--- config.mk ---
export PLATFORM = sky130hd
export DESIGN_NAME = xr_regs
export DESIGN_NICKNAME = d
export VERILOG_FILES = /design/src/bus_defs_pkg.sv /design/src/mem_defs_pkg.sv /design/src/xr_regs.sv
export SDC_FILE = /design/constraint.sdc
export NUM_CORES = 1
export LEC_CHECK = 0
export BUFFER_PORTS_ARGS = -buffer_cell sky130_fd_sc_hd__clkbuf_2
export CAP_MARGIN = 25
export CORE_AREA = 5 5 203 205
export CTS_CLUSTER_SIZE = 30
export DETAILED_ROUTE_END_ITERATION = 10
export DIE_AREA = 0 0 208 210
export GPL_TIMING_DRIVEN = 0
export PLACE_DENSITY = 0.51
export SYNTH_ARGS = -nofsm -noshare
export SYNTH_HDL_FRONTEND = slang
export SYNTH_SLANG_ARGS = --single-unit
export TNS_END_PERCENT = 20
--- constraint.sdc ---
create_clock -name clk -period 4.9 [get_ports clk]
set_clock_uncertainty 0.05 [all_clocks]
set_input_delay 0.49 -clock clk [delete_from_list [all_inputs] [get_ports clk]]
set_output_delay 0.49 -clock clk [all_outputs]
set_load 0.01 [all_outputs]
--- src/bus_defs_pkg.sv ---
// ----------------------------------------------------------------------
// CPU bus definitions for the video register block
//   byte, word and address types
//   register numbers of the host register map
//   bus event struct passed from the bus synchronizer
// ----------------------------------------------------------------------
package bus_defs_pkg;

    typedef logic [7:0]  byte_t;                // one bus byte
    typedef logic [15:0] word_t;                // one register word
    typedef logic [15:0] addr_t;                // memory address

    localparam logic [3:0] REG_SYS_CTRL = 4'd0;
    localparam logic [3:0] REG_INT_CTRL = 4'd1;
    localparam logic [3:0] REG_TIMER    = 4'd2;
    localparam logic [3:0] REG_RD_XADDR = 4'd3;
    localparam logic [3:0] REG_WR_XADDR = 4'd4;
    localparam logic [3:0] REG_XDATA    = 4'd5;
    localparam logic [3:0] REG_RD_INCR  = 4'd6;
    localparam logic [3:0] REG_RD_ADDR  = 4'd7;
    localparam logic [3:0] REG_WR_INCR  = 4'd8;
    localparam logic [3:0] REG_WR_ADDR  = 4'd9;
    localparam logic [3:0] REG_DATA     = 4'd10;  // 11 to 15 alias on reads

    typedef struct packed {
        logic       wr_stb;                     // one-cycle write event
        logic       rd_stb;                     // one-cycle read event
        logic [3:0] reg_num;
        logic       bytesel;                    // 0 even (high), 1 odd (low)
        byte_t      data;
    } bus_evt_t;

endpackage

--- src/mem_defs_pkg.sv ---
// ----------------------------------------------------------------------
// memory side definitions
//   VRAM and XR address widths, timer tick length
//   interrupt vector type
//   memory request struct shared by VRAM and XR blocks
// ----------------------------------------------------------------------
package mem_defs_pkg;

    localparam int VRAM_AW    = 8;            // 256 words
    localparam int XR_AW      = 4;            // 16 words
    localparam int TIMER_TICK = 8;            // clocks per timer count

    // bit 0 timer, bit 1 vertical blank
    typedef logic [6:0] intr_t;

    typedef struct packed {
        logic                vram_sel;
        logic                xr_sel;
        logic                wr;
        logic [3:0]          wrmask;          // VRAM nibble enables
        bus_defs_pkg::addr_t addr;
        bus_defs_pkg::word_t data;
    } mem_req_t;

endpackage

--- src/xr_regs.sv ---
// ----------------------------------------------------------------------
// extended register file
//   16 words cleared on reset, whole-word writes
//   registered read word and one-cycle ack per access
// ----------------------------------------------------------------------
`timescale 1ns/10ps

module xr_regs (
    input  logic                   clk,
    input  logic                   reset_i,
    input  mem_defs_pkg::mem_req_t req_i,
    output logic                   ack_o,
    output bus_defs_pkg::word_t    rdata_o
);
    import bus_defs_pkg::*;
    import mem_defs_pkg::*;

    word_t            regs [2**XR_AW];
    logic [XR_AW-1:0] addr;
    logic             start;

    assign addr  = req_i.addr[XR_AW-1:0];
    assign start = req_i.xr_sel & ~ack_o;

    always_ff @(posedge clk) begin
        if (reset_i) begin
            ack_o <= 1'b0;
            for (int i = 0; i < 2**XR_AW; i++) regs[i] <= '0;
        end else begin
            ack_o <= start;
            if (start && req_i.wr) regs[addr] <= req_i.data;
        end
    end

    always_ff @(posedge clk) begin
        if (start) rdata_o <= regs[addr];
    end

endmodule
**Word level (Yosys, flattened, before mapping)**

Memory sizes are Yosys's and may differ from the RTL's. A register that Yosys moved wholly into a read port is not among the register bits.
Cells that the tools add are included.

- Reduce and logical (&&, ||, !) cells: 2
- Bitwise operators: 2
- Multiplexer cells: 8

Operator list:

| operator | count |
|---|---|
| two-way mux 16 bit | 1 |
| OR reduction 16 bit | 1 |
| two-way mux 1 bit | 6 |
| two-way mux 4 bit | 1 |
| bitwise AND 1 bit | 1 |
| logical AND 1 bit | 1 |
| inverter 1 bit | 1 |

- Bits in writable memories: 256
- Bits of input ports: 41
- Flip-flop bits (word level): 1
- Memories: 1

Memory list:

| memory | words | bits a word | rd ports | clocked after Yosys merged registers in | write ports | line | RTL |
|---|---|---|---|---|---|---|---|
| regs | 16 | 16 | 1 | 1 | 16 | xr_regs.sv:18 | `word_t regs [2**XR_AW];` |

**Longest topological paths before layout**

Gate-level depths: netlist (run 1).

- Depth in word-level cells: 8
- Depth in mapped cells: 7
- Mapped depth without buffers: 3

**Worst setup path before layout (run 1)**

OpenSTA, ideal clock, no wires.

- Path kind: input-to-reg
- Start point: input port reset_i
- End point: memory regs[0][0] in the netlist's numbering, enable pin
- Library setup time: 0.414 ns
- Slack: 1.729 ns
- Data arrival time: 2.707 ns
- Buffers on the path: 2
- Data required time: 4.436 ns
- Stages on the path: 5
- Cell sequence: and4bb_1 > or3b_1 > clkbuf_1 > buf_2 > o31ai_1

RTL lines:

| item | line | RTL |
|---|---|---|
| start: declaration | xr_regs.sv:10 | `input logic reset_i,` |
| end: declaration | xr_regs.sv:18 |  |

==> results.py, run 1 <==
metrics = {
    "route": {
        "wl_per_cell_microns": 22.51,
        "drc_errors": 0,
        "drtIter0Drc": 596,
        "final_antenna_net_count": 0,
        "wl_mm": 32.19,
        "vias_per_cell": 4.819,
        "drt_pass1_iterations": 5,
        "vias": 6891,
    },
    "grt": {
        "grt.total_usage_pct": 14.51,
        "grt_pass1_wl_mm": 47.39,
        "grt_max_degree": 16,
        "grtUsageMet1_pct": 18.91,
        "met3_usage_pct": 2.753,
        "global_route.usage.met2_pct": 24.78,
        "grt_pass1_vias": 7301,
        "top_usage_layer": "met2",
        "antenna_found_initial": 1,
        "overflow": 0,
    },
    "yosys": {
        "synth_top_family_by_area": "multiplexers",
        "synth_xor_area_share_pct": 0,
        "synth_compound_area_share_pct": 2.849,
        "muxShareOfSynthArea_pct": 12.43,
        "synth_top_area_cell": "edfxtp_1",
        "synth_seq_area_share_pct": 70.62,
        "yosysUniqueCellTypes": 21,
        "synth-async-reset-ratio_pct": 0,
        "synth-edff-count": 272,
        "synth-seq-cells": 273,
        "synth_fa_ha_area_share_pct": 0,
        "syn_nets": 839,
        "synth_ff_type": "edfxtp_1",
        "syn_area_sq_um": 11590,
        "synth.area.top_cells": "edfxtp_1 (70%), mux4_2 (12%), nor2_1 (8.3%), nand2_1 (2.6%), a22oi_1 (2.1%)",
        "synth-simple-area-share_pct": 11.68,
        "yosys_warnings": 0,
        "netlist_instances": 798,
        "netlist.area_leader.share_pct": 70.45,
        "avgSynthCellArea_sq_um": 14.53,
    },
    "sta": {
        "finalSetupViolCount": 0,
        "tightest_slew_ps": 867.2,
        "tns_ps": 0,
        "max_slew_margin_pct": 42.19,
        "grt_setup_unrepaired": "false",
        "maxSlewViolCount": 0,
        "fmax_mhz": 389.5,
        "min_period_over_period_pct": 52.39,
        "period_minus_slack_ps": 2567,
        "setup_slack_ps": 2333,
        "hold_viol": 0,
    },
    "worst_setup_path": {
        "crit_type": "register to register",
        "critPathArrivalTime_ps": 2770,
        "cp-start-kind": "register",
        "worstPathMaxFanout": 10,
        "cp-end-kind": "register",
        "required_ps": 5100,
    },
    "clocking": {
        "hold_buffers": 0,
        "clockBufferDepth": 3,
        "cts_resized": 0,
        "clk_pin_slew_ps": 60,
        "cts-htree-levels": 1,
        "cts.sinks": 273,
        "post_cts_buffers": 0,
        "cts_root_buf": "clkbuf_16",
        "cts_tree": "done",
        "cts_made_buffers": 29,
        "clk_latency_ps": 550,
    },
    "final_layout": {
        "register_area_sq_um": 8188,
        "postLayoutCellArea_sq_um": 13750,
        "nFillCells": 3842,
        "drive_gt1_share_pct": 22.32,
        "insertedDiodeCount": 0,
        "nets": 926,
        "area_growth_syn_to_layout_pct": 18.57,
        "multiInputGateArea_sq_um": 3228,
    },
    "floorplan": {
        "die_w_microns": 208,
        "row_count": 73,
        "die-area_sq_um": 43680,
        "core_area_sq_um": 39280,
        "io_pins": 58,
        "die_h_microns": 210,
        "initial_core_util_pct": 29.52,
    },
    "power": {
        "power.density_nw_per_um2": 381.6,
        "vdd_ir_drop_max_v": 0.0002438,
        "finalPower_w": 0.005246,
        "power.leakage_nw": 4.595,
    },
    "placement": {
        "portBuffers": 39,
        "hpwl_mm": 22.72,
        "place_area_sq_um": 12810,
        "dp_slack_ps": 1920,
        "finalWeightedCongestion": 0.7977,
    },
    "outcome": {
        "run_status": "finished, final reports clean",
    },
    "run": {
        "maxCapViolCount": 0,
    },
    "min_path": {
        "hold_class": "input port to register",
    },
}
final cells by class:
type,count,area share (%)
clock buffers,39,5.770
repair buffers,56,3.322
flip-flops and latches,273,59.56
multi-input cells,462,23.48
plain buffers,62,2.011
clock inverters,12,1.047
well taps,525,4.778
inverters,1,0.02731
through the flow:
stage                     std cells  utilization (%)  hold WS (ps)
after floorplan                 798                -         660.3
final                          1430            35.00         385.0
after CTS                      1430            35.00         369.3
after global routing           1430            35.00         380.7
after global placement         1362            31.69         710.2
after detailed placement       1379            32.62         611.7
cells in the final DEF (no fill, tap or decap), types with 3 or more instances in the layout:
cell type and n:
clkbuf_8 3, clkbuf_16 29, nor2_1 257, buf_2 17, nand2_1 81, mux4_2 64, buf_6 5, edfxtp_1 272
a22oi_1 32, bufinv_16 3, buf_8 10, buf_4 6, buf_1 3, clkinv_2 4, clkbuf_2 39, clkbuf_1 43
o21ai_2 12, o31ai_4 4
Yosys cell counts, types with 2 or more instances:
master,number
buf_2,17
buf_4,6
mux4_2,64
clkbuf_1,36
and2_1,2
o21ai_0,9
a22oi_1,32
edfxtp_1,272
o21ai_1,3
nand2b_1,2
o31ai_1,4
nor2b_1,3
nand3b_1,2
buf_1,3
nor2_1,257
nand2_1,81
logic make-up (layout without fill, tap and decap cells):
logic type             count (synthesis)  count (layout)
AO/OA/AOI/OAI                         48              48
buffers and inverters                 63             170
AND/OR/NAND/NOR                      350             350
multiplexers                          64              64
flip-flops                           273             273
worst paths after layout:
| path | startpoint | slack, ps | cells past startpoint | to |
|---|---|---|---|---|
| worst min register to register | ack_o | 620 | 1 | rdata_o[11] |
| worst min-delay path | req_i[37] | 380 | 2 | rdata_o[11] |
| worst max register to register | ack_o | 2330 | 6 | regs[4][8] |
| worst max-delay path | ack_o | 2330 | 6 | regs[4][8] |
state kept, by name (all words and copies together), names as in the netlist:
signal	count
regs	256
rdata_o	16
ack_o	1
power by group:
group | internal [W] | total (W) | switching [W]
registers | 0.00265 | 0.00267 | 0.0000211
clock network | 0.00129 | 0.00218 | 0.000893
logic | 0.000136 | 0.000390 | 0.000254
total | 0.00408 | 0.00525 | 0.00117
critical path, stage by stage, from the launching register on:
cell,delay [ps]
dfxtp_1,330
and4bb_1,380
or3b_1,390
clkbuf_1,170
buf_2,240
o21ai_2,480
buf_6,230
per-layer routing:
layer | vias up | part of all wire [%]
li1 | 3105 | -
met1 | 3511 | 41
met2 | 222 | 49
met3 | 51 | 6.9
met4 | 2 | 3.3
met5 | - | 0.040
(Power assumes the default switching activity.)
==> run 2: changes to the inputs <==
--- a/config.mk
+++ b/config.mk
@@ -12,7 +12,7 @@
 export DETAILED_ROUTE_END_ITERATION = 10
 export DIE_AREA = 0 0 208 210
 export GPL_TIMING_DRIVEN = 0
-export PLACE_DENSITY = 0.51
+export PLACE_DENSITY = 0.52
 export SYNTH_ARGS = -nofsm -noshare
 export SYNTH_HDL_FRONTEND = slang
 export SYNTH_SLANG_ARGS = --single-unit
==> constraint.sdc (replaced) <==
create_clock -name clk -period 2.35 [get_ports clk]
set_clock_uncertainty 0.05 [all_clocks]
set_input_delay 0.235 -clock clk [delete_from_list [all_inputs] [get_ports clk]]
set_output_delay 0.235 -clock clk [all_outputs]
set_load 0.01 [all_outputs]
==> run 2 against run 1 <==
  * Count of clock-buffer cells in the layout fell by 4
  * Clock power up 88%
  * Cell count about the same
  * First-iteration DRC count fell by 8.1%
  * Cell area is essentially flat
  * Power up 100%
==> results.py, run 2 (synthesis results as in run 1) <==
metrics = {
    "floorplan": {
        "row_count": 73,
        "die_w_microns": 208,
        "core_area_sq_um": 39280,
        "initial_core_util_pct": 29.52,
        "die_h_microns": 210,
        "die-area_sq_um": 43680,
        "io_pins": 58,
    },
    "sta": {
        "period_minus_slack_ps": 2262,
        "hold_viol": 0,
        "grt_setup_unrepaired": "false",
        "tightest_slew_ps": 1027,
        "whs_ps": 188.0,
        "finalSetupViolCount": 0,
        "max_slew_margin_pct": 31.55,
        "maxSlewViolCount": 0,
        "min_period_over_period_pct": 96.26,
        "fmax_mhz": 442.1,
        "tns_ps": 0,
    },
    "route": {
        "vias_per_cell": 4.880,
        "wl_mm": 32.84,
        "drc_errors": 0,
        "drtIter0Drc": 548,
        "final_antenna_net_count": 0,
        "wl_per_cell_microns": 22.98,
        "drt_pass1_iterations": 5,
        "vias": 6973,
    },
    "min_path": {
        "hold_class": "input port to register",
        "hp-start": "req_i[15]",
        "min_path_cells": 3,
    },
    "power": {
        "finalPower_w": 0.01052,
        "vdd_ir_drop_max_v": 0.0004824,
        "power.leakage_nw": 4.569,
        "power.density_nw_per_um2": 765.7,
    },
    "final_layout": {
        "area_growth_syn_to_layout_pct": 18.47,
        "final_common_cell": "edfxtp_1",
        "nets": 927,
        "postLayoutCellArea_sq_um": 13730,
        "mostFrequentLayoutCells": "edfxtp_1 (272), nor2_1 (257), nand2_1 (81)",
        "largest_registers": "regs x256, rdata_o x16, ack_o x1",
        "insertedDiodeCount": 0,
        "drive_gt1_share_pct": 22.01,
        "regMostFlops": "regs",
        "largest_register_ffs": 256,
    },
    "placement": {
        "portBuffers": 39,
        "hpwl_mm": 22.94,
        "place_area_sq_um": 12810,
        "finalWeightedCongestion": 0.8093,
    },
    "worst_setup_path": {
        "critPathArrivalTime_ps": 2460,
        "timing.rr.start": "ack_o",
        "required_ps": 2540,
        "cp-start-kind": "register",
        "path_buf_inv": 2,
        "cp-end-kind": "register",
        "startpoint": "ack_o",
        "worstPathMaxFanout": 11,
        "path_cells": "and4bb_4 -> nand3b_1 -> buf_2 -> o31ai_4 -> buf_8",
        "reg2reg_depth": 5,
        "crit_type": "register to register",
        "cpLargestDelayFamily": "simple AND/OR/NAND/NOR gates",
        "cpMaxStageDelayCell": "o31ai_4",
        "cpPeakStageDelay_ps": 450,
        "critical_path_depth": 5,
    },
    "outcome": {
        "run_status": "finished, final reports clean",
    },
    "clocking": {
        "clk_latency_ps": 530,
        "hold_buffers": 0,
        "clk_pin_slew_ps": 60,
        "cts_tree": "done",
        "cts.sinks": 273,
        "cts_root_buf": "clkbuf_16",
        "clockBufferDepth": 3,
        "cts-htree-levels": 1,
        "cts_made_buffers": 28,
    },
    "grt": {
        "grt_max_degree": 18,
        "antenna_found_initial": 0,
        "grt_pass1_vias": 7299,
        "grt_pass1_wl_mm": 48.51,
        "grt.total_usage_pct": 14.88,
        "overflow": 0,
    },
    "run": {
        "maxCapViolCount": 0,
    },
}
-- run 2: cell types whose count changed in the layout (fill, tap and decap cells not counted), sizes merged --
cell	delta
clkinv	+5
clkbuf	-4
inv	-2
bufinv	-2
buf	+2
-- run 2: layer usage --
layer | up-vias | share of wire [%] | GRT usage, %
met5 | - | 0 | 0
met4 | 0 | 3.6 | 5.119
met3 | 46 | 6.5 | 2.024
met2 | 244 | 50 | 25.72
met1 | 3571 | 40 | 19.45
li1 | 3112 | - | -
-- run 2: repair_timing --
action	4_1_cts	5_1_grt
endpoints found under the setup margin	62	95
setup buffers	1	2
gates resized for setup	5	5
pin swaps	1	2
endpoints found under the hold margin	0	0
-- run 2: metrics by stage --
step | cells | worst slack (ps) | util [%]
after global routing | 1429 | 20.53 | 34.97
after detailed placement | 1378 | -410.3 | 32.62
after CTS | 1427 | 24.21 | 34.85
after global placement | 1362 | -2142 | 31.75
final | 1429 | 87.86 | 34.97
after floorplan | 798 | -389.5 | -
-- run 2: power breakdown --
part	switching (W)	total, W	leakage (nW)	internal [W]
Clock	0.00177	0.00410	0.411	0.00234
Sequential	0.0000438	0.00558	2.84	0.00553
Combinational	0.000542	0.000837	1.32	0.000294
Total	0.00235	0.0105	4.57	0.00817
-- run 2: worst min-delay path: stages --
cell      delay [ps]
clkbuf_2         170
nand2_1          160
nor2_1            50
-- run 2: path summary, 6_finish.rpt --
path | to | slack (ps)
setup / recovery | regs[1][6] | 90
hold / removal | regs[2][15] | 190
setup reg to reg | regs[1][6] | 90
hold reg to reg | rdata_o[5] | 700
-- run 2: layout make-up --
type | count | area [sq um]
flip-flops and latches | 273 | 8188
multi-input cells | 462 | 3284
plain buffers | 62 | 279.0
fillers | 3841 | 25540
well taps | 525 | 656.9
inverters | 1 | 3.754
repair buffers | 58 | 491.7
clock inverters | 13 | 82.58
clock buffers | 35 | 748.2
==> run 3: changes to the inputs <==
--- a/config.mk
+++ b/config.mk
@@ -12,7 +12,6 @@
 export DETAILED_ROUTE_END_ITERATION = 10
 export DIE_AREA = 0 0 208 210
 export GPL_TIMING_DRIVEN = 0
-export PLACE_DENSITY = 0.52
 export SYNTH_ARGS = -nofsm -noshare
 export SYNTH_HDL_FRONTEND = slang
 export SYNTH_SLANG_ARGS = --single-unit
==> run 3 against run 2 <==
  * First-iteration DRC count up 23%
  * Via count up 0.54%
  * Die area unchanged
  * Setup slack better by 18 ps
  * Wire length down 4.3%
  * Combinational power down 2%
  * Count of clock-buffer cells in the layout down 6
  * Critical path depth unchanged
  * Cell count about the same
  * Cell area down 0.69%
  * Highest routed layer unchanged
==> results.py, run 3 (synthesis results as in run 1) <==
metrics = {
    "outcome": {
        "run_status": "finished, final reports clean",
    },
    "route": {
        "drt_pass1_iterations": 5,
        "drc_errors": 0,
        "wl_per_cell_microns": 21.98,
        "final_antenna_net_count": 0,
        "wl_mm": 31.44,
        "vias": 7011,
        "drtIter0Drc": 676,
        "vias_per_cell": 4.903,
    },
    "sta": {
        "tightest_slew_ps": 1033,
        "finalSetupViolCount": 0,
        "whs_ps": 182.5,
        "period_minus_slack_ps": 2244,
        "max_slew_margin_pct": 31.17,
        "min_period_over_period_pct": 95.50,
        "grt_setup_unrepaired": "false",
        "hold_viol": 0,
        "maxSlewViolCount": 0,
        "fmax_mhz": 445.6,
        "setup_slack_ps": 105.7,
    },
    "power": {
        "finalPower_w": 0.01025,
        "power.switching_w": 0.002349,
        "power.density_nw_per_um2": 751.7,
        "intPower_w": 0.007903,
        "p_sw_share_pct": 22.91,
        "vdd_ir_drop_max_v": 0.0004979,
        "p_clk_share_pct": 37.6,
        "power_frac_seq_pct": 54.4,
        "power.leakage_nw": 4.535,
        "combinationalPowerShare_pct": 8.0,
    },
    "final_layout": {
        "area_growth_syn_to_layout_pct": 17.64,
        "final_common_cell": "edfxtp_1",
        "mostFrequentLayoutCells": "edfxtp_1 (272), nor2_1 (257), nand2_1 (81)",
        "utilization_pct": 34.73,
        "drive_gt1_share_pct": 22.04,
        "nets": 925,
        "largest_registers": "regs x256, rdata_o x16, ack_o x1",
        "regMostFlops": "regs",
        "largest_register_ffs": 256,
    },
    "grt": {
        "overflow": 0,
        "grt_max_degree": 17,
        "antenna_found_initial": 2,
        "grt.total_usage_pct": 14.25,
        "grt_pass1_wl_mm": 46.62,
        "grt_pass1_vias": 7276,
    },
    "clocking": {
        "clockBufferDepth": 3,
        "clk_pin_slew_ps": 70,
        "cts.sinks": 273,
        "cts_root_buf": "clkbuf_16",
        "cts-htree-levels": 1,
        "cts_tree": "done",
        "hold_buffers": 0,
        "cts_made_buffers": 27,
        "clk_latency_ps": 540,
    },
    "placement": {
        "finalWeightedCongestion": 0.8167,
        "portBuffers": 39,
        "dp_slack_ps": -422.3,
        "hpwl_mm": 21.83,
    },
    "worst_setup_path": {
        "critPathArrivalTime_ps": 2440,
        "cpMaxStageDelayCell": "o21ai_2",
        "required_ps": 2540,
        "crit_type": "register to register",
        "worstPathMaxFanout": 10,
        "cp-end-kind": "register",
        "reg2reg_depth": 5,
        "cp-start-kind": "register",
        "cpPeakStageDelay_ps": 480,
        "path_cells": "and4bb_4 -> nand3_1 -> buf_2 -> o21ai_2 -> buf_8",
    },
    "floorplan": {
        "die_h_microns": 210,
        "die-area_sq_um": 43680,
        "die_w_microns": 208,
        "io_pins": 58,
        "row_count": 73,
        "core_area_sq_um": 39280,
        "initial_core_util_pct": 29.52,
    },
    "run": {
        "maxCapViolCount": 0,
    },
    "min_path": {
        "min_path_cells": 3,
        "hold_class": "input port to register",
    },
}
-- run 3: routing by layer --
| layer | routed length (microns) | part of all wire (%) | vias to the layer above | global-route usage [%] |
|---|---|---|---|---|
| met5 | 0 | 0 | - | 0 |
| met4 | 1352 | 4.3 | 0 | 5.980 |
| met3 | 2566 | 8.2 | 59 | 3.289 |
| met2 | 15010 | 48 | 278 | 23.13 |
| met1 | 12510 | 40 | 3566 | 18.59 |
| li1 | - | - | 3108 | - |
-- run 3: cell type report --
| class | instances | area, sq um |
|---|---|---|
| well taps | 525 | 656.9 |
| multi-input cells | 462 | 3267 |
| plain buffers | 62 | 282.8 |
| repair buffers | 57 | 467.9 |
| clock inverters | 19 | 85.08 |
| diodes | 2 | 5.005 |
| inverters | 1 | 3.754 |
| flip-flops and latches | 273 | 8188 |
| fillers | 3798 | 25640 |
| clock buffers | 29 | 683.2 |
-- run 3: power by group through the flow --
stage	clock (W)	combinational [W]	sequential (W)
final	0.00386	0.000819	0.00558
after global routing	0.00411	0.000870	0.00559
after CTS	0.00389	0.000816	0.00558
after detailed placement	0	0.000807	0.00568
after global placement	0	0.000739	0.00569
after floorplan	0	0.000427	0.00568
-- run 3: per-stage QoR --
| stage | instance area, sq um | setup TNS (ps) | instances |
|---|---|---|---|
| final | 13640 | 0 | 1430 |
| after global routing | 13630 | 0 | 1428 |
| after CTS | 13600 | 0 | 1427 |
| after detailed placement | 12780 | -26850 | 1378 |
| after global placement | 12470 | -339700 | 1362 |
| after floorplan | 11620 | -63340 | 798 |
-- run 3: critical path, delay by kind of cell, from the launching register on --
family / cells / cell delay, ps
flip-flops: 1 / 320
buffers and inverters: 2 / 540
AND/OR/NAND/NOR: 2 / 560
AO/OA/AOI/OAI: 1 / 480
-- run 3: final timing paths --
| kind | startpoint | to | slack (ps) |
|---|---|---|---|
| worst min-delay path | req_i[15] | regs[0][15] | 180 |
| worst max register to register | ack_o | regs[11][10] | 110 |
| worst max-delay path | ack_o | regs[11][10] | 110 |
| worst min register to register | ack_o | rdata_o[7] | 670 |
-- run 3: what timing repair did --
action | 4_1_cts | 5_1_grt
pin swaps | 1 | 1
buffers inserted | 1 | 1
resized for setup | 6 | 3
endpoints found under the setup margin | 53 | 46
