`src/bus_defs_pkg.sv`:
```
// ----------------------------------------------------------------------
// CPU bus definitions for the video register block
//   byte, word and address types
//   register numbers of the host register map
//   bus event struct passed from the bus synchronizer
// ----------------------------------------------------------------------
package bus_defs_pkg;

    typedef logic [7:0]  byte_t;                // one bus byte
    typedef logic [15:0] word_t;                // one register word
    typedef logic [15:0] addr_t;                // memory address

    localparam logic [3:0] REG_SYS_CTRL = 4'd0;
    localparam logic [3:0] REG_INT_CTRL = 4'd1;
    localparam logic [3:0] REG_TIMER    = 4'd2;
    localparam logic [3:0] REG_RD_XADDR = 4'd3;
    localparam logic [3:0] REG_WR_XADDR = 4'd4;
    localparam logic [3:0] REG_XDATA    = 4'd5;
    localparam logic [3:0] REG_RD_INCR  = 4'd6;
    localparam logic [3:0] REG_RD_ADDR  = 4'd7;
    localparam logic [3:0] REG_WR_INCR  = 4'd8;
    localparam logic [3:0] REG_WR_ADDR  = 4'd9;
    localparam logic [3:0] REG_DATA     = 4'd10;  // 11 to 15 alias on reads

    typedef struct packed {
        logic       wr_stb;                     // one-cycle write event
        logic       rd_stb;                     // one-cycle read event
        logic [3:0] reg_num;
        logic       bytesel;                    // 0 even (high), 1 odd (low)
        byte_t      data;
    } bus_evt_t;

endpackage

```
`src/mem_defs_pkg.sv`:
```
// ----------------------------------------------------------------------
// memory side definitions
//   VRAM and XR address widths, timer tick length
//   interrupt vector type
//   memory request struct shared by VRAM and XR blocks
// ----------------------------------------------------------------------
package mem_defs_pkg;

    localparam int VRAM_AW    = 8;            // 256 words
    localparam int XR_AW      = 4;            // 16 words
    localparam int TIMER_TICK = 8;            // clocks per timer count

    // bit 0 timer, bit 1 vertical blank
    typedef logic [6:0] intr_t;

    typedef struct packed {
        logic                vram_sel;
        logic                xr_sel;
        logic                wr;
        logic [3:0]          wrmask;          // VRAM nibble enables
        bus_defs_pkg::addr_t addr;
        bus_defs_pkg::word_t data;
    } mem_req_t;

endpackage

```
`src/tick_timer.sv`:
```
// ----------------------------------------------------------------------
// tick timer
//   prescaler of TIMER_TICK clocks, 16-bit count
//   reload to zero at the compare value with a one-cycle interrupt
// ----------------------------------------------------------------------
`timescale 1ns/10ps

module tick_timer (
    input  logic                clk,
    input  logic                reset_i,
    input  bus_defs_pkg::word_t cmp_i,
    output bus_defs_pkg::word_t count_o,
    output logic                intr_o
);
    import mem_defs_pkg::*;

    logic [$clog2(TIMER_TICK)-1:0] presc;
    logic                          tick;

    assign tick = (presc == $bits(presc)'(TIMER_TICK - 1));

    always_ff @(posedge clk) begin
        if (reset_i) begin
            presc   <= '0;
            count_o <= '0;
            intr_o  <= 1'b0;
        end else begin
            intr_o <= 1'b0;
            presc  <= tick ? '0 : presc + 1'b1;
            if (tick) begin
                if (count_o >= cmp_i) begin
                    count_o <= '0;              // compare reached
                    intr_o  <= 1'b1;
                end else begin
                    count_o <= count_o + 16'd1;
                end
            end
        end
    end

endmodule

```
`config.mk`:
```
export PLATFORM = sky130hd
export DESIGN_NAME = tick_timer
export DESIGN_NICKNAME = d
export VERILOG_FILES = /design/src/bus_defs_pkg.sv /design/src/mem_defs_pkg.sv /design/src/tick_timer.sv
export SDC_FILE = /design/constraint.sdc
export NUM_CORES = 1
export LEC_CHECK = 0
export BUFFER_PORTS_ARGS = -buffer_cell sky130_fd_sc_hd__buf_2
export CORE_MARGIN = 2
export CORE_UTILIZATION = 55
export DETAILED_ROUTE_END_ITERATION = 16
export PLACE_DENSITY = 0.84
export SYNTH_ARGS = -nofsm -noshare
export SYNTH_HDL_FRONTEND = slang
export SYNTH_SLANG_ARGS = --single-unit
```
`constraint.sdc`:
```
create_clock -name clk -period 3.8 [get_ports clk]
set_input_delay 0.19 -clock clk [delete_from_list [all_inputs] [get_ports clk]]
set_output_delay 0.19 -clock clk [all_outputs]
set_load 0.02 [all_outputs]
```
# ---- Word level (Yosys, flattened, before mapping)
# Cells that the tools add are included.
dict set report classes {
  n_addsub 2
  n_lt_le_gt_ge 1
  eq_ne 1
  mux 2
  bitwise 1
  reduce_logical 2
}
# operator count
set ops {}
lappend ops {{16-bit by 1-bit adder with 16-bit output (second input constant)} 1}
lappend ops {{16-bit greater-or-equal comparator} 1}
lappend ops {{16-bit 2-to-1 mux} 1}
lappend ops {{2-bit OR reduction} 2}
lappend ops {{3-bit by 1-bit adder with 3-bit output (second input constant)} 1}
lappend ops {{3-bit equality test (second input constant)} 1}
lappend ops {{1-bit 2-to-1 mux} 1}
lappend ops {{1-bit inverter} 1}
dict set report word_totals {
  ff_bits 20
  in_bits 18
  output_inout_bits 17
}

# ---- Longest topological paths before layout
# Gate-level depths: netlist of the first run.
dict set report logic_depth {
  word_depth 3
  depth_mapped 8
  mapped_depth_nobuf 7
}

# ---- Worst setup path after synthesis of the first run
# OpenSTA, ideal clock, no wires.
dict set report synth_timing {
  path_kind {reg-to-reg}
  start {register count_o[0]}
  end {register count_o[2]}
  setup_ps 64
  arrival_ps 1936
  path_slack_ps 1800
  stages_incl_launch_ff 9
  n_path_buf 1
  synth_period_minus_slack_ps 2000
  cell_sequence {dfxtp_1 -> inv_1 -> ha_1 -> nand2b_4 -> a2111o_1 -> a31oi_2 -> a21oi_2 -> buf_6 -> nor2_1}
}
dict set report synth_between {
  elab_chain_cells 2
  elab_cells_between_ends 3
}
# element line_no
set synth_lines {}
lappend synth_lines {{from (decl)} tick_timer.sv:12} ;# output bus_defs_pkg::word_t count_o,
lappend synth_lines {{from (signal assigned)} tick_timer.sv:35} ;# count_o <= count_o + 16'd1;
lappend synth_lines {{16-bit by 1-bit adder with 16-bit output / 16-bit greater-or-equal comparator (equally long branches)} {tick_timer.sv:35, tick_timer.sv:31}}
lappend synth_lines {{16-bit 2-to-1 mux *} tick_timer.sv:31} ;# if (count_o >= cmp_i) begin
# Every way passes the cells marked *; elsewhere a longest branch is shown, timed or not.
# A chain may end at the register's enable or synchronous reset.

# ---- Final worst setup path of the first run
dict set report layout_timing {
  start {register count_o[13]}
  end {register count_o[12]}
}
dict set report layout_between {
  elab_chain_cells 2
}
# element line_no
set layout_lines {}
lappend layout_lines {{16-bit greater-or-equal comparator} tick_timer.sv:31}
lappend layout_lines {{16-bit 2-to-1 mux} tick_timer.sv:31}
# No other way between the ends.

==> results of run 1 <==
-- layout make-up --
| type | count | area [sq um] |
|---|---|---|
| fill | 195 | 718 |
| tap | 28 | 35.0 |
| multi-input combinational | 106 | 759 |
| inverter | 17 | 63.8 |
| timing repair buffer | 34 | 170 |
| sequential | 20 | 400 |
| clock buffer | 3 | 22.5 |
-- power groups by stage --
stage | Sequential (mW) | Clock, mW | Combinational (mW)
2_1_floorplan | 0.218 | 0 | 0.0209
6_report | 0.213 | 0.0994 | 0.0345
5_1_grt | 0.214 | 0.106 | 0.0392
4_1_cts | 0.213 | 0.101 | 0.0347
3_5_place_dp | 0.218 | 0 | 0.0343
3_3_place_gp | 0.218 | 0 | 0.0320
-- stage by stage --
stage	hold slack (ns)	std cells	util (%)	power [mW]
after floorplan	0.259	145	-	0.239
final	0.117	208	66.9	0.347
after detailed placement	0.425	205	65.9	0.253
after CTS	0.121	208	66.9	0.349
after global routing	0.142	208	66.9	0.359
after global placement	0.416	205	65.9	0.250
-- logic make-up (layout without fill, tap and decap cells) --
logic type / count (synthesis) / in the layout / synth area share (%)
xor gates and xnor gates: 14 / 14 / 9.90
and+or+nand+nor: 60 / 60 / 24.7
adders and majority gates: 19 / 19 / 19.2
AOI/OAI and AO/OA: 13 / 13 / 7.47
buffers and inverters: 19 / 54 / 6.36
DFF: 20 / 20 / 32.3
-- state kept, by name, indices dropped and copies added, names as in the netlist --
| register | count |
|---|---|
| presc | 3 |
| count_o | 16 |
| intr_o | 1 |
-- cell usage in the layout (no fill, tap or decap), types with 3 or more instances in the layout --
cell type	netlist	routed
nor2_1	19	19
xnor2_1	3	3
inv_1	17	17
dfxtp_1	20	20
nand4_1	11	11
ha_1	19	19
nand3_1	4	4
nand2_1	11	11
buf_2	0	34
nor3_1	4	4
a21oi_1	5	5
clkbuf_4	0	3
xor2_1	11	11
-- per-layer routing --
layer  track usage [%]  part of all wire [%]  up-vias
met1              27.2                    43      521
met4              5.26                  0.79        0
met3              2.63                   4.1        4
met2              44.4                    52       40
met5                 0                     0        -
li1                  -                     -      570
-- how the worst min path moves through the flow --
stage | start | endpoint
4_1_cts | reset_i | presc[0]
3_3_place_gp | presc[0] | presc[0]
3_5_place_dp | presc[0] | presc[0]
5_1_grt | reset_i | presc[0]
2_1_floorplan | reset_i | count_o[0]
6_report | reset_i | presc[0]
==> impl_metrics.csv, run 1 <==
group,metric,value,unit
logic_synthesis,synth_area_per_cell,8.54,sq um
status,status,"finished clean",
placement,io_buffer_count,34,
sta,worst_pin_slew,0.663,ns
cells_and_area,diodes,0,
logic_synthesis,netlist_area,1240,sq um
sta,relSlewSlack,55.8,%
placement,post_dp_cell_area,1430,sq um
drt,routed_via_density,5.46,
sta,slew_violations,0,
clock_tree,cts_tree,"done",
critical_path,worst-path-buf-inv,0,
min_path,min_path_cells,2,
die,rows,17,
sta,finalSetupViolCount,0,
power_and_ir_drop,power_frac_seq,61.5,%
critical_path,r2r_slack,1.68,ns
min_path,hold_class,"input pin to flop",
drt,wirelength,2800,microns
clock_tree,worstSkewPairLatency,0.30,ns
clock_tree,htree_num_levels,1,
flow_run,drv_cap,0,
die,initial_core_util,57.1,%
cells_and_area,syn_to_final_growth,17.2,%
critical_path,cp.required,3.96,ns
clock_tree,cts_buffer_depth,2,
drt,detail-route-antenna-nets,0,
sta,fin_crit,2.12,ns
placement,place_hpwl,2220,microns
power_and_ir_drop,p_leak,0.759,nW
logic_synthesis,synth.most_common_cell,"dfxtp_1",
die,core,2170,sq um
die,die-width,51.5,microns
global_routing,track_usage,23.2,%
critical_path,worst_ep_arrival_time,2.28,ns
drt,firstDrtPassIters,4,
logic_synthesis,ys.flop_type,"dfxtp_1",
critical_path,crit_cells,6,
power_and_ir_drop,peakVddDrop,0.172,mV
power_and_ir_drop,p_int,0.266,mW
critical_path,cp-start-kind,"flop",
logic_synthesis,post_synth_num_cell_types,28,
critical_path,crit_chain,"ha_1 > nand4_1 > nor3_1 > a31oi_2 > a21oi_2 > nor2_1",
cells_and_area,final_area,1450,sq um
global_routing,antenna_found_initial,0,
critical_path,worstPathMaxFanout,14,
sta,setup_tns,0,ns
critical_path,cpPeakStageDelay,0.57,ns
cells_and_area,drive_gt1_share,22.2,%
cells_and_area,layout.nets,219,
die,num_io_pins,35,
logic_synthesis,synth_edf_count,0,
power_and_ir_drop,p_switching,0.0814,mW
logic_synthesis,yosys_warnings,0,
drt,vias,1135,
logic_synthesis,async_reset_ff_share,0,%
logic_synthesis,synth_commonest_cells,"20 x dfxtp_1, 19 x ha_1, 19 x nor2_1",
clock_tree,cts_resized,0,
critical_path,crit_path_top_delay_cell,"a21oi_2",
sta,setup_slack,1.68,ns
power_and_ir_drop,p_comb_share,9.9,%
die,die_area,2650,sq um
clock_tree,cts_setup_buffers,0,
logic_synthesis,synth_fp_nets,182,
critical_path,end_kind,"flop",
drt,first_iter_violations,20,
clock_tree,numCtsBuffers,3,
sta,fmaxAchievable,0.471,GHz
sta,rsz0062_at_grt,"no",
global_routing,grt_pass1_wl,4570,microns
critical_path,crit_path_end,"count_o[12]",
power_and_ir_drop,p_clk_share,28.6,%
logic_synthesis,synth_seq_area_share,32.3,%
placement,dp_slack,1.73,ns
clock_tree,clk_pin_slew,0.11,ns
critical_path,path_class,"flop to flop",
drt,post_drt_wl_per_cell,13.5,microns
clock_tree,ctsHoldBuffers,0,
global_routing,grt-ovfl-total,0,
die,die_y,51.5,microns
sta,finalHoldViolCount,0,
placement,gp_congestion,0.809,
critical_path,worstSetupStartpoint,"count_o[13]",
global_routing,grt_max_degree,15,
critical_path,worstRegToRegCells,6,
critical_path,r2r_end,"count_o[12]",
logic_synthesis,synth_top_area_share,32.3,%
critical_path,r2r_start,"count_o[13]",
logic_synthesis,synth_top_cell_by_area,"dfxtp_1",
logic_synthesis,syn_inst,145,
clock_tree,cts_sinks,20,
critical_path,crit_family,"compound AO/OA/AOI/OAI gates",
global_routing,grt_pass1_vias,1054,
drt,drc,0,
power_and_ir_drop,netSwitchingFraction,23.5,%
power_and_ir_drop,powerDensity,239,nW/um^2
clock_tree,root_buffer,"clkbuf_4",
sta,fin_crit_sh,55.8,%
logic_synthesis,synth.area.top_cells,"dfxtp_1 32%, ha_1 19%, xor2_1 7.8%",
sta,finClkSkew,0.00943,ns
logic_synthesis,ys_ff_latch,20,
No activity file was read; power rests on OpenSTA's default activity.
==> run 2, diff against run 1 <==
--- a/config.mk
+++ b/config.mk
@@ -5,11 +5,12 @@
 export SDC_FILE = /design/constraint.sdc
 export NUM_CORES = 1
 export LEC_CHECK = 0
+export ABC_AREA = 1
 export BUFFER_PORTS_ARGS = -buffer_cell sky130_fd_sc_hd__buf_2
 export CORE_MARGIN = 2
-export CORE_UTILIZATION = 55
+export CORE_UTILIZATION = 48
 export DETAILED_ROUTE_END_ITERATION = 16
-export PLACE_DENSITY = 0.84
+export PLACE_DENSITY = 0.76
 export SYNTH_ARGS = -nofsm -noshare
 export SYNTH_HDL_FRONTEND = slang
 export SYNTH_SLANG_ARGS = --single-unit
==> constraint.sdc (replaced) <==
create_clock -name clk -period 1.75 [get_ports clk]
set_input_delay 0.0875 -clock clk [delete_from_list [all_inputs] [get_ports clk]]
set_output_delay 0.0875 -clock clk [all_outputs]
set_load 0.02 [all_outputs]
==> run 2 against run 1 <==
Cell count rose by 34%. Non-clock buffer count is 14 higher. Die area grew 29%. Flip-flop and latch count did not move. Maximum frequency up 33%. Critical endpoint is now count_o[8]. Clock power increased to 2.7 times the previous value. Clock skew fell by 0.0017 ns. Largest cell class unchanged. Sequential power is 120% higher. Cell area increased by 23%.
==> impl_metrics.csv, run 2 <==
group,metric,value,unit
critical_path,crit_family,"simple AND/OR/NAND/NOR gates",
drt,post_drt_wl_per_cell,11.1,microns
sta,setup_tns,0,ns
logic_synthesis,synth_fp_nets,237,
drt,detail-route-antenna-nets,0,
critical_path,cp.required,1.99,ns
logic_synthesis,ys_ff_latch,20,
min_path,hold_class,"input pin to flop",
global_routing,met3_usage,1.98,%
logic_synthesis,netlist_area,1420,sq um
logic_synthesis,syn_inst,200,
critical_path,worstPathMaxFanout,4,
logic_synthesis,synth.area.top_cells,"dfxtp_1 28%, ha_1 17%, inv_1 9.8%",
clock_tree,cts_tree,"done",
global_routing,grt_use_met1,24.2,%
logic_synthesis,synth_top_cell_by_area,"dfxtp_1",
logic_synthesis,synth_edf_count,0,
die,die_y,58.5,microns
logic_synthesis,synth_top_area_share,28.1,%
cells_and_area,drive_gt1_share,31.0,%
sta,finalHoldViolCount,0,
clock_tree,cts_buffer_depth,2,
critical_path,end_kind,"flop",
global_routing,grt_busiest_layer,"met2",
critical_path,path_class,"flop to flop",
cells_and_area,diodes,0,
cells_and_area,final_area,1780,sq um
drt,first_iter_violations,37,
status,status,"finished clean",
flow_run,drv_cap,0,
critical_path,crit_cells,8,
drt,drc,0,
cells_and_area,syn_to_final_growth,25.0,%
critical_path,cp-start-kind,"flop",
cells_and_area,mostFrequentLayoutCells,"37 x inv_1, 35 x nand2_1, 34 x buf_2",
clock_tree,cts_sinks,20,
die,die_area,3420,sq um
sta,finalSetupViolCount,0,
logic_synthesis,synth_area_per_cell,7.12,sq um
cells_and_area,final_common_cell,"inv_1",
cells_and_area,largest_register,"count_o",
cells_and_area,largest_reg_flops,16,
placement,place_hpwl,2380,microns
power_and_ir_drop,powerDensity,455,nW/um^2
logic_synthesis,synth_seq_area_share,28.1,%
min_path,min_path_cells,2,
critical_path,crit_path_top_delay_cell,"dfxtp_2",
placement,io_buffer_count,34,
placement,gp_congestion,0.816,
global_routing,grt_max_degree,15,
logic_synthesis,synth.most_common_cell,"inv_1",
clock_tree,numCtsBuffers,3,
sta,fin_crit,1.59,ns
sta,slew_violations,0,
drt,vias,1418,
critical_path,worst-path-buf-inv,0,
critical_path,cpPeakStageDelay,0.35,ns
die,rows,19,
clock_tree,worstSkewPairLatency,0.30,ns
logic_synthesis,async_reset_ff_share,0,%
sta,finClkSkew,0.00770,ns
power_and_ir_drop,p_leak,0.955,nW
global_routing,grt-ovfl-total,0,
clock_tree,root_buffer,"clkbuf_4",
drt,routed_via_density,5.08,
global_routing,grt_pass1_vias,1243,
sta,fmaxAchievable,0.628,GHz
die,core,2780,sq um
critical_path,worst_ep_arrival_time,1.84,ns
drt,firstDrtPassIters,4,
cells_and_area,reg_top3,"count_o x16, presc x3, intr_o x1",
drt,wirelength,3100,microns
cells_and_area,layout.nets,286,
die,die-width,58.5,microns
global_routing,grt.met2_usage,35.5,%
logic_synthesis,synth_commonest_cells,"37 x inv_1, 35 x nand2_1, 20 x dfxtp_1",
global_routing,antenna_found_initial,0,
sta,fin_crit_sh,91.0,%
critical_path,worstRegToRegCells,8,
global_routing,grt_pass1_wl,5200,microns
logic_synthesis,ys.flop_type,"dfxtp_1",
critical_path,crit_chain,"ha_1 > ha_2 > nand3_2 > nor3_4 > nand2_1 > o21ai_1 > nand3_1 > a21oi_2",
logic_synthesis,post_synth_num_cell_types,27,
sta,worst_pin_slew,0.476,ns
global_routing,track_usage,19.4,%
clock_tree,clk_pin_slew,0.12,ns
die,initial_core_util,51.2,%
power_and_ir_drop,peakVddDrop,0.398,mV
logic_synthesis,yosys_warnings,0,
die,num_io_pins,35,
sta,relSlewSlack,68.3,%
placement,post_dp_cell_area,1690,sq um
clock_tree,htree_num_levels,1,
[run 2: path summary, 6_finish.rpt]
check                start         end  slack (ns)
setup / recovery  presc[0]  count_o[8]        0.16
hold / removal     reset_i      intr_o        0.01
setup reg to reg  presc[0]  count_o[8]        0.16
hold reg to reg   presc[0]    presc[0]        0.41
[run 2: logic make-up after synthesis]
kind of cell | synth area share, %
adder cells (fa/ha/maj) | 16.7
AO/OA/AOI/OAI | 15.5
flip-flops | 28.1
AND/OR/NAND/NOR | 28.0
buffers and inverters | 11.7
[run 2: what timing repair did]
action | CTS | global route
setup buffers | 0 | 3
hold buffers | 0 | 0
setup endpoints to repair | 0 | 14
gates resized for setup | 0 | 12
[run 2: layer usage]
| layer | routed length [microns] | part of all wire (%) |
|---|---|---|
| met4 | 27 | 0.87 |
| met5 | 0 | 0 |
| met3 | 120 | 3.9 |
| met1 | 1460 | 47 |
| met2 | 1490 | 48 |
[run 2: per-stage QoR]
step	cells	util, %	worst slack [ns]	hold slack [ns]	total power [mW]
floorplan	200	-	0.0671	0.160	0.518
global placement	272	60.8	0.102	0.344	0.545
detailed placement	272	60.8	0.104	0.348	0.547
finish	279	64.0	0.157	0.0112	0.810
CTS	276	62.1	0.0502	0.00214	0.821
global route	279	64.0	-0.00469	0.00187	0.852
[run 2: power by group]
part / total, mW / switching, mW / internal [mW]
registers: 0.464 / 0.00239 / 0.462
logic: 0.0726 / 0.0393 / 0.0334
clock network: 0.273 / 0.146 / 0.127
[run 2: area by class of cell]
| class | count | area, sq um |
|---|---|---|
| fill | 266 | 1000 |
| multi-input combinational | 138 | 875 |
| sequential | 20 | 408 |
| timing repair buffer | 48 | 279 |
| inverter | 38 | 143 |
| tap | 31 | 38.8 |
| clock buffer | 4 | 36.3 |
==> run 3, diff against run 2 <==
--- a/config.mk
+++ b/config.mk
@@ -6,11 +6,12 @@
 export NUM_CORES = 1
 export LEC_CHECK = 0
 export ABC_AREA = 1
-export BUFFER_PORTS_ARGS = -buffer_cell sky130_fd_sc_hd__buf_2
 export CORE_MARGIN = 2
-export CORE_UTILIZATION = 48
+export CORE_UTILIZATION = 56
+export CTS_CLUSTER_DIAMETER = 80
 export DETAILED_ROUTE_END_ITERATION = 16
-export PLACE_DENSITY = 0.76
+export DONT_BUFFER_PORTS = 1
+export PLACE_DENSITY = 0.73
 export SYNTH_ARGS = -nofsm -noshare
 export SYNTH_HDL_FRONTEND = slang
 export SYNTH_SLANG_ARGS = --single-unit
==> run 3 against run 2 <==
Routed wire length rose by 5.8%. Hold slack improved by 0.16 ns. Largest power group unchanged. Clock power rose by 3%. Utilization rose by 4.3 points. Global-route usage rose by 5.9 points. First-iteration DRC count fell by 70%.
==> impl_metrics.csv, run 3 (same netlist as run 2, synthesis figures left out) <==
group,metric,value,unit
cells_and_area,reg_top3,"count_o x16, presc x3, intr_o x1",
global_routing,antenna_found_initial,0,
die,initial_core_util,58.5,%
die,die_area,2960,sq um
sta,finClkSkew,0.00268,ns
placement,place_hpwl,2610,microns
flow_run,drv_cap,0,
critical_path,r2r_start,"count_o[0]",
die,die-width,54.4,microns
cells_and_area,largest_reg_flops,16,
cells_and_area,final_area,1660,sq um
sta,slew_violations,0,
clock_tree,numCtsBuffers,3,
placement,dp_slack,0.106,ns
drt,wirelength,3280,microns
critical_path,cp.required,2.01,ns
cells_and_area,stdcell_count,251,
cells_and_area,diodes,0,
critical_path,end_kind,"flop",
clock_tree,worstSkewPairLatency,0.31,ns
power_and_ir_drop,powerDensity,486,nW/um^2
sta,setup_slack,0.116,ns
cells_and_area,nFillCells,225,
global_routing,grt_max_degree,15,
drt,routed_via_density,5.49,
global_routing,grt_pass1_vias,1332,
global_routing,track_usage,25.3,%
sta,finalHoldViolCount,0,
die,die_y,54.4,microns
global_routing,grt-ovfl-total,0,
placement,post_dp_cell_area,1590,sq um
cells_and_area,mostFrequentLayoutCells,"37 x inv_1, 34 x nand2_1, 20 x buf_4",
critical_path,worst_ep_arrival_time,1.89,ns
sta,relSlewSlack,69.8,%
placement,gp_congestion,0.851,
sta,fin_crit,1.63,ns
sta,rsz0062_at_grt,"yes",
die,num_io_pins,35,
cells_and_area,largest_register,"count_o",
drt,drc,0,
critical_path,crit_path_top_delay_cell,"dfxtp_2",
power_and_ir_drop,peakVddDrop,0.417,mV
critical_path,crit_chain,"buf_4 > ha_2 > nand3_2 > nor3_4 > nand2_2 > o21bai_1 > nand3_1 > a21oi_1",
critical_path,cpPeakStageDelay,0.35,ns
sta,setup_tns,0,ns
cells_and_area,post-route-util,68.3,%
drt,vias,1379,
die,rows,18,
clock_tree,cts_buffer_depth,2,
placement,dp_cells,246,
drt,firstDrtPassIters,4,
drt,detail-route-antenna-nets,0,
status,status,"finished clean",
min_path,worstHoldStart,"reset_i",
placement,io_buffer_count,0,
cells_and_area,drive_gt1_share,20.8,%
min_path,hold_class,"input pin to flop",
clock_tree,clk_pin_slew,0.12,ns
power_and_ir_drop,p_total,0.808,mW
sta,fin_crit_sh,93.4,%
sta,fmaxAchievable,0.612,GHz
drt,first_iter_violations,11,
critical_path,worst-path-buf-inv,1,
cells_and_area,final_common_cell,"inv_1",
critical_path,worstSetupStartpoint,"count_o[0]",
clock_tree,cts_tree,"done",
power_and_ir_drop,p_leak,0.827,nW
critical_path,path_class,"flop to flop",
clock_tree,htree_num_levels,1,
cells_and_area,layout.nets,259,
cells_and_area,syn_to_final_growth,16.7,%
clock_tree,cts_sinks,20,
die,core,2430,sq um
global_routing,grt_pass1_wl,5400,microns
clock_tree,root_buffer,"clkbuf_4",
drt,post_drt_wl_per_cell,13.1,microns
sta,finalSetupViolCount,0,
critical_path,worstPathMaxFanout,4,
sta,worst_pin_slew,0.453,ns
critical_path,crit_family,"simple AND/OR/NAND/NOR gates",
sta,holdWs,0.169,ns
critical_path,cp-start-kind,"flop",
[run 3: layer usage]
metal  vias up  GRT usage, %  wire length [microns]  share of wire, %
met3         9          5.74                    141               4.3
met4         0          11.3                     68               2.1
met1       637          27.0                   1390                42
met2        30          47.0                   1680                51
met5         -             0                      0                 0
li1        703             -                      -                 -
[run 3: path summary, 6_finish.rpt]
path | endpoint | slack [ns] | cells after the start
setup / recovery | count_o[10] | 0.12 | 8
hold / removal | count_o[15] | 0.17 | 3
hold reg to reg | presc[0] | 0.41 | 1
setup reg to reg | count_o[10] | 0.12 | 8
[run 3: timing repair]
action,4_1_cts,5_1_grt
hold buffers,1,0
endpoints found under the setup margin,0,10
resized for setup,0,10
endpoints found under the hold margin,8,0
buffers inserted,0,0
[run 3: cell type report]
cell class	count	area (sq um)	area share, %
multi-input combinational	138	881	53.0
inverter	38	143	8.58
tap	30	37.5	2.26
sequential	20	404	24.3
timing repair buffer	21	160	9.64
clock buffer	4	36.3	2.18
[run 3: power by group]
part | internal [mW] | total [mW] | switching (mW)
logic | 0.0249 | 0.0614 | 0.0365
clock network | 0.127 | 0.282 | 0.155
registers | 0.462 | 0.465 | 0.00340
total | 0.614 | 0.808 | 0.195
[run 3: worst min-delay path, stage by stage]
cell and delay, ns:
inv_1 0.18, nand3_2 0.15, a21oi_2 0.03
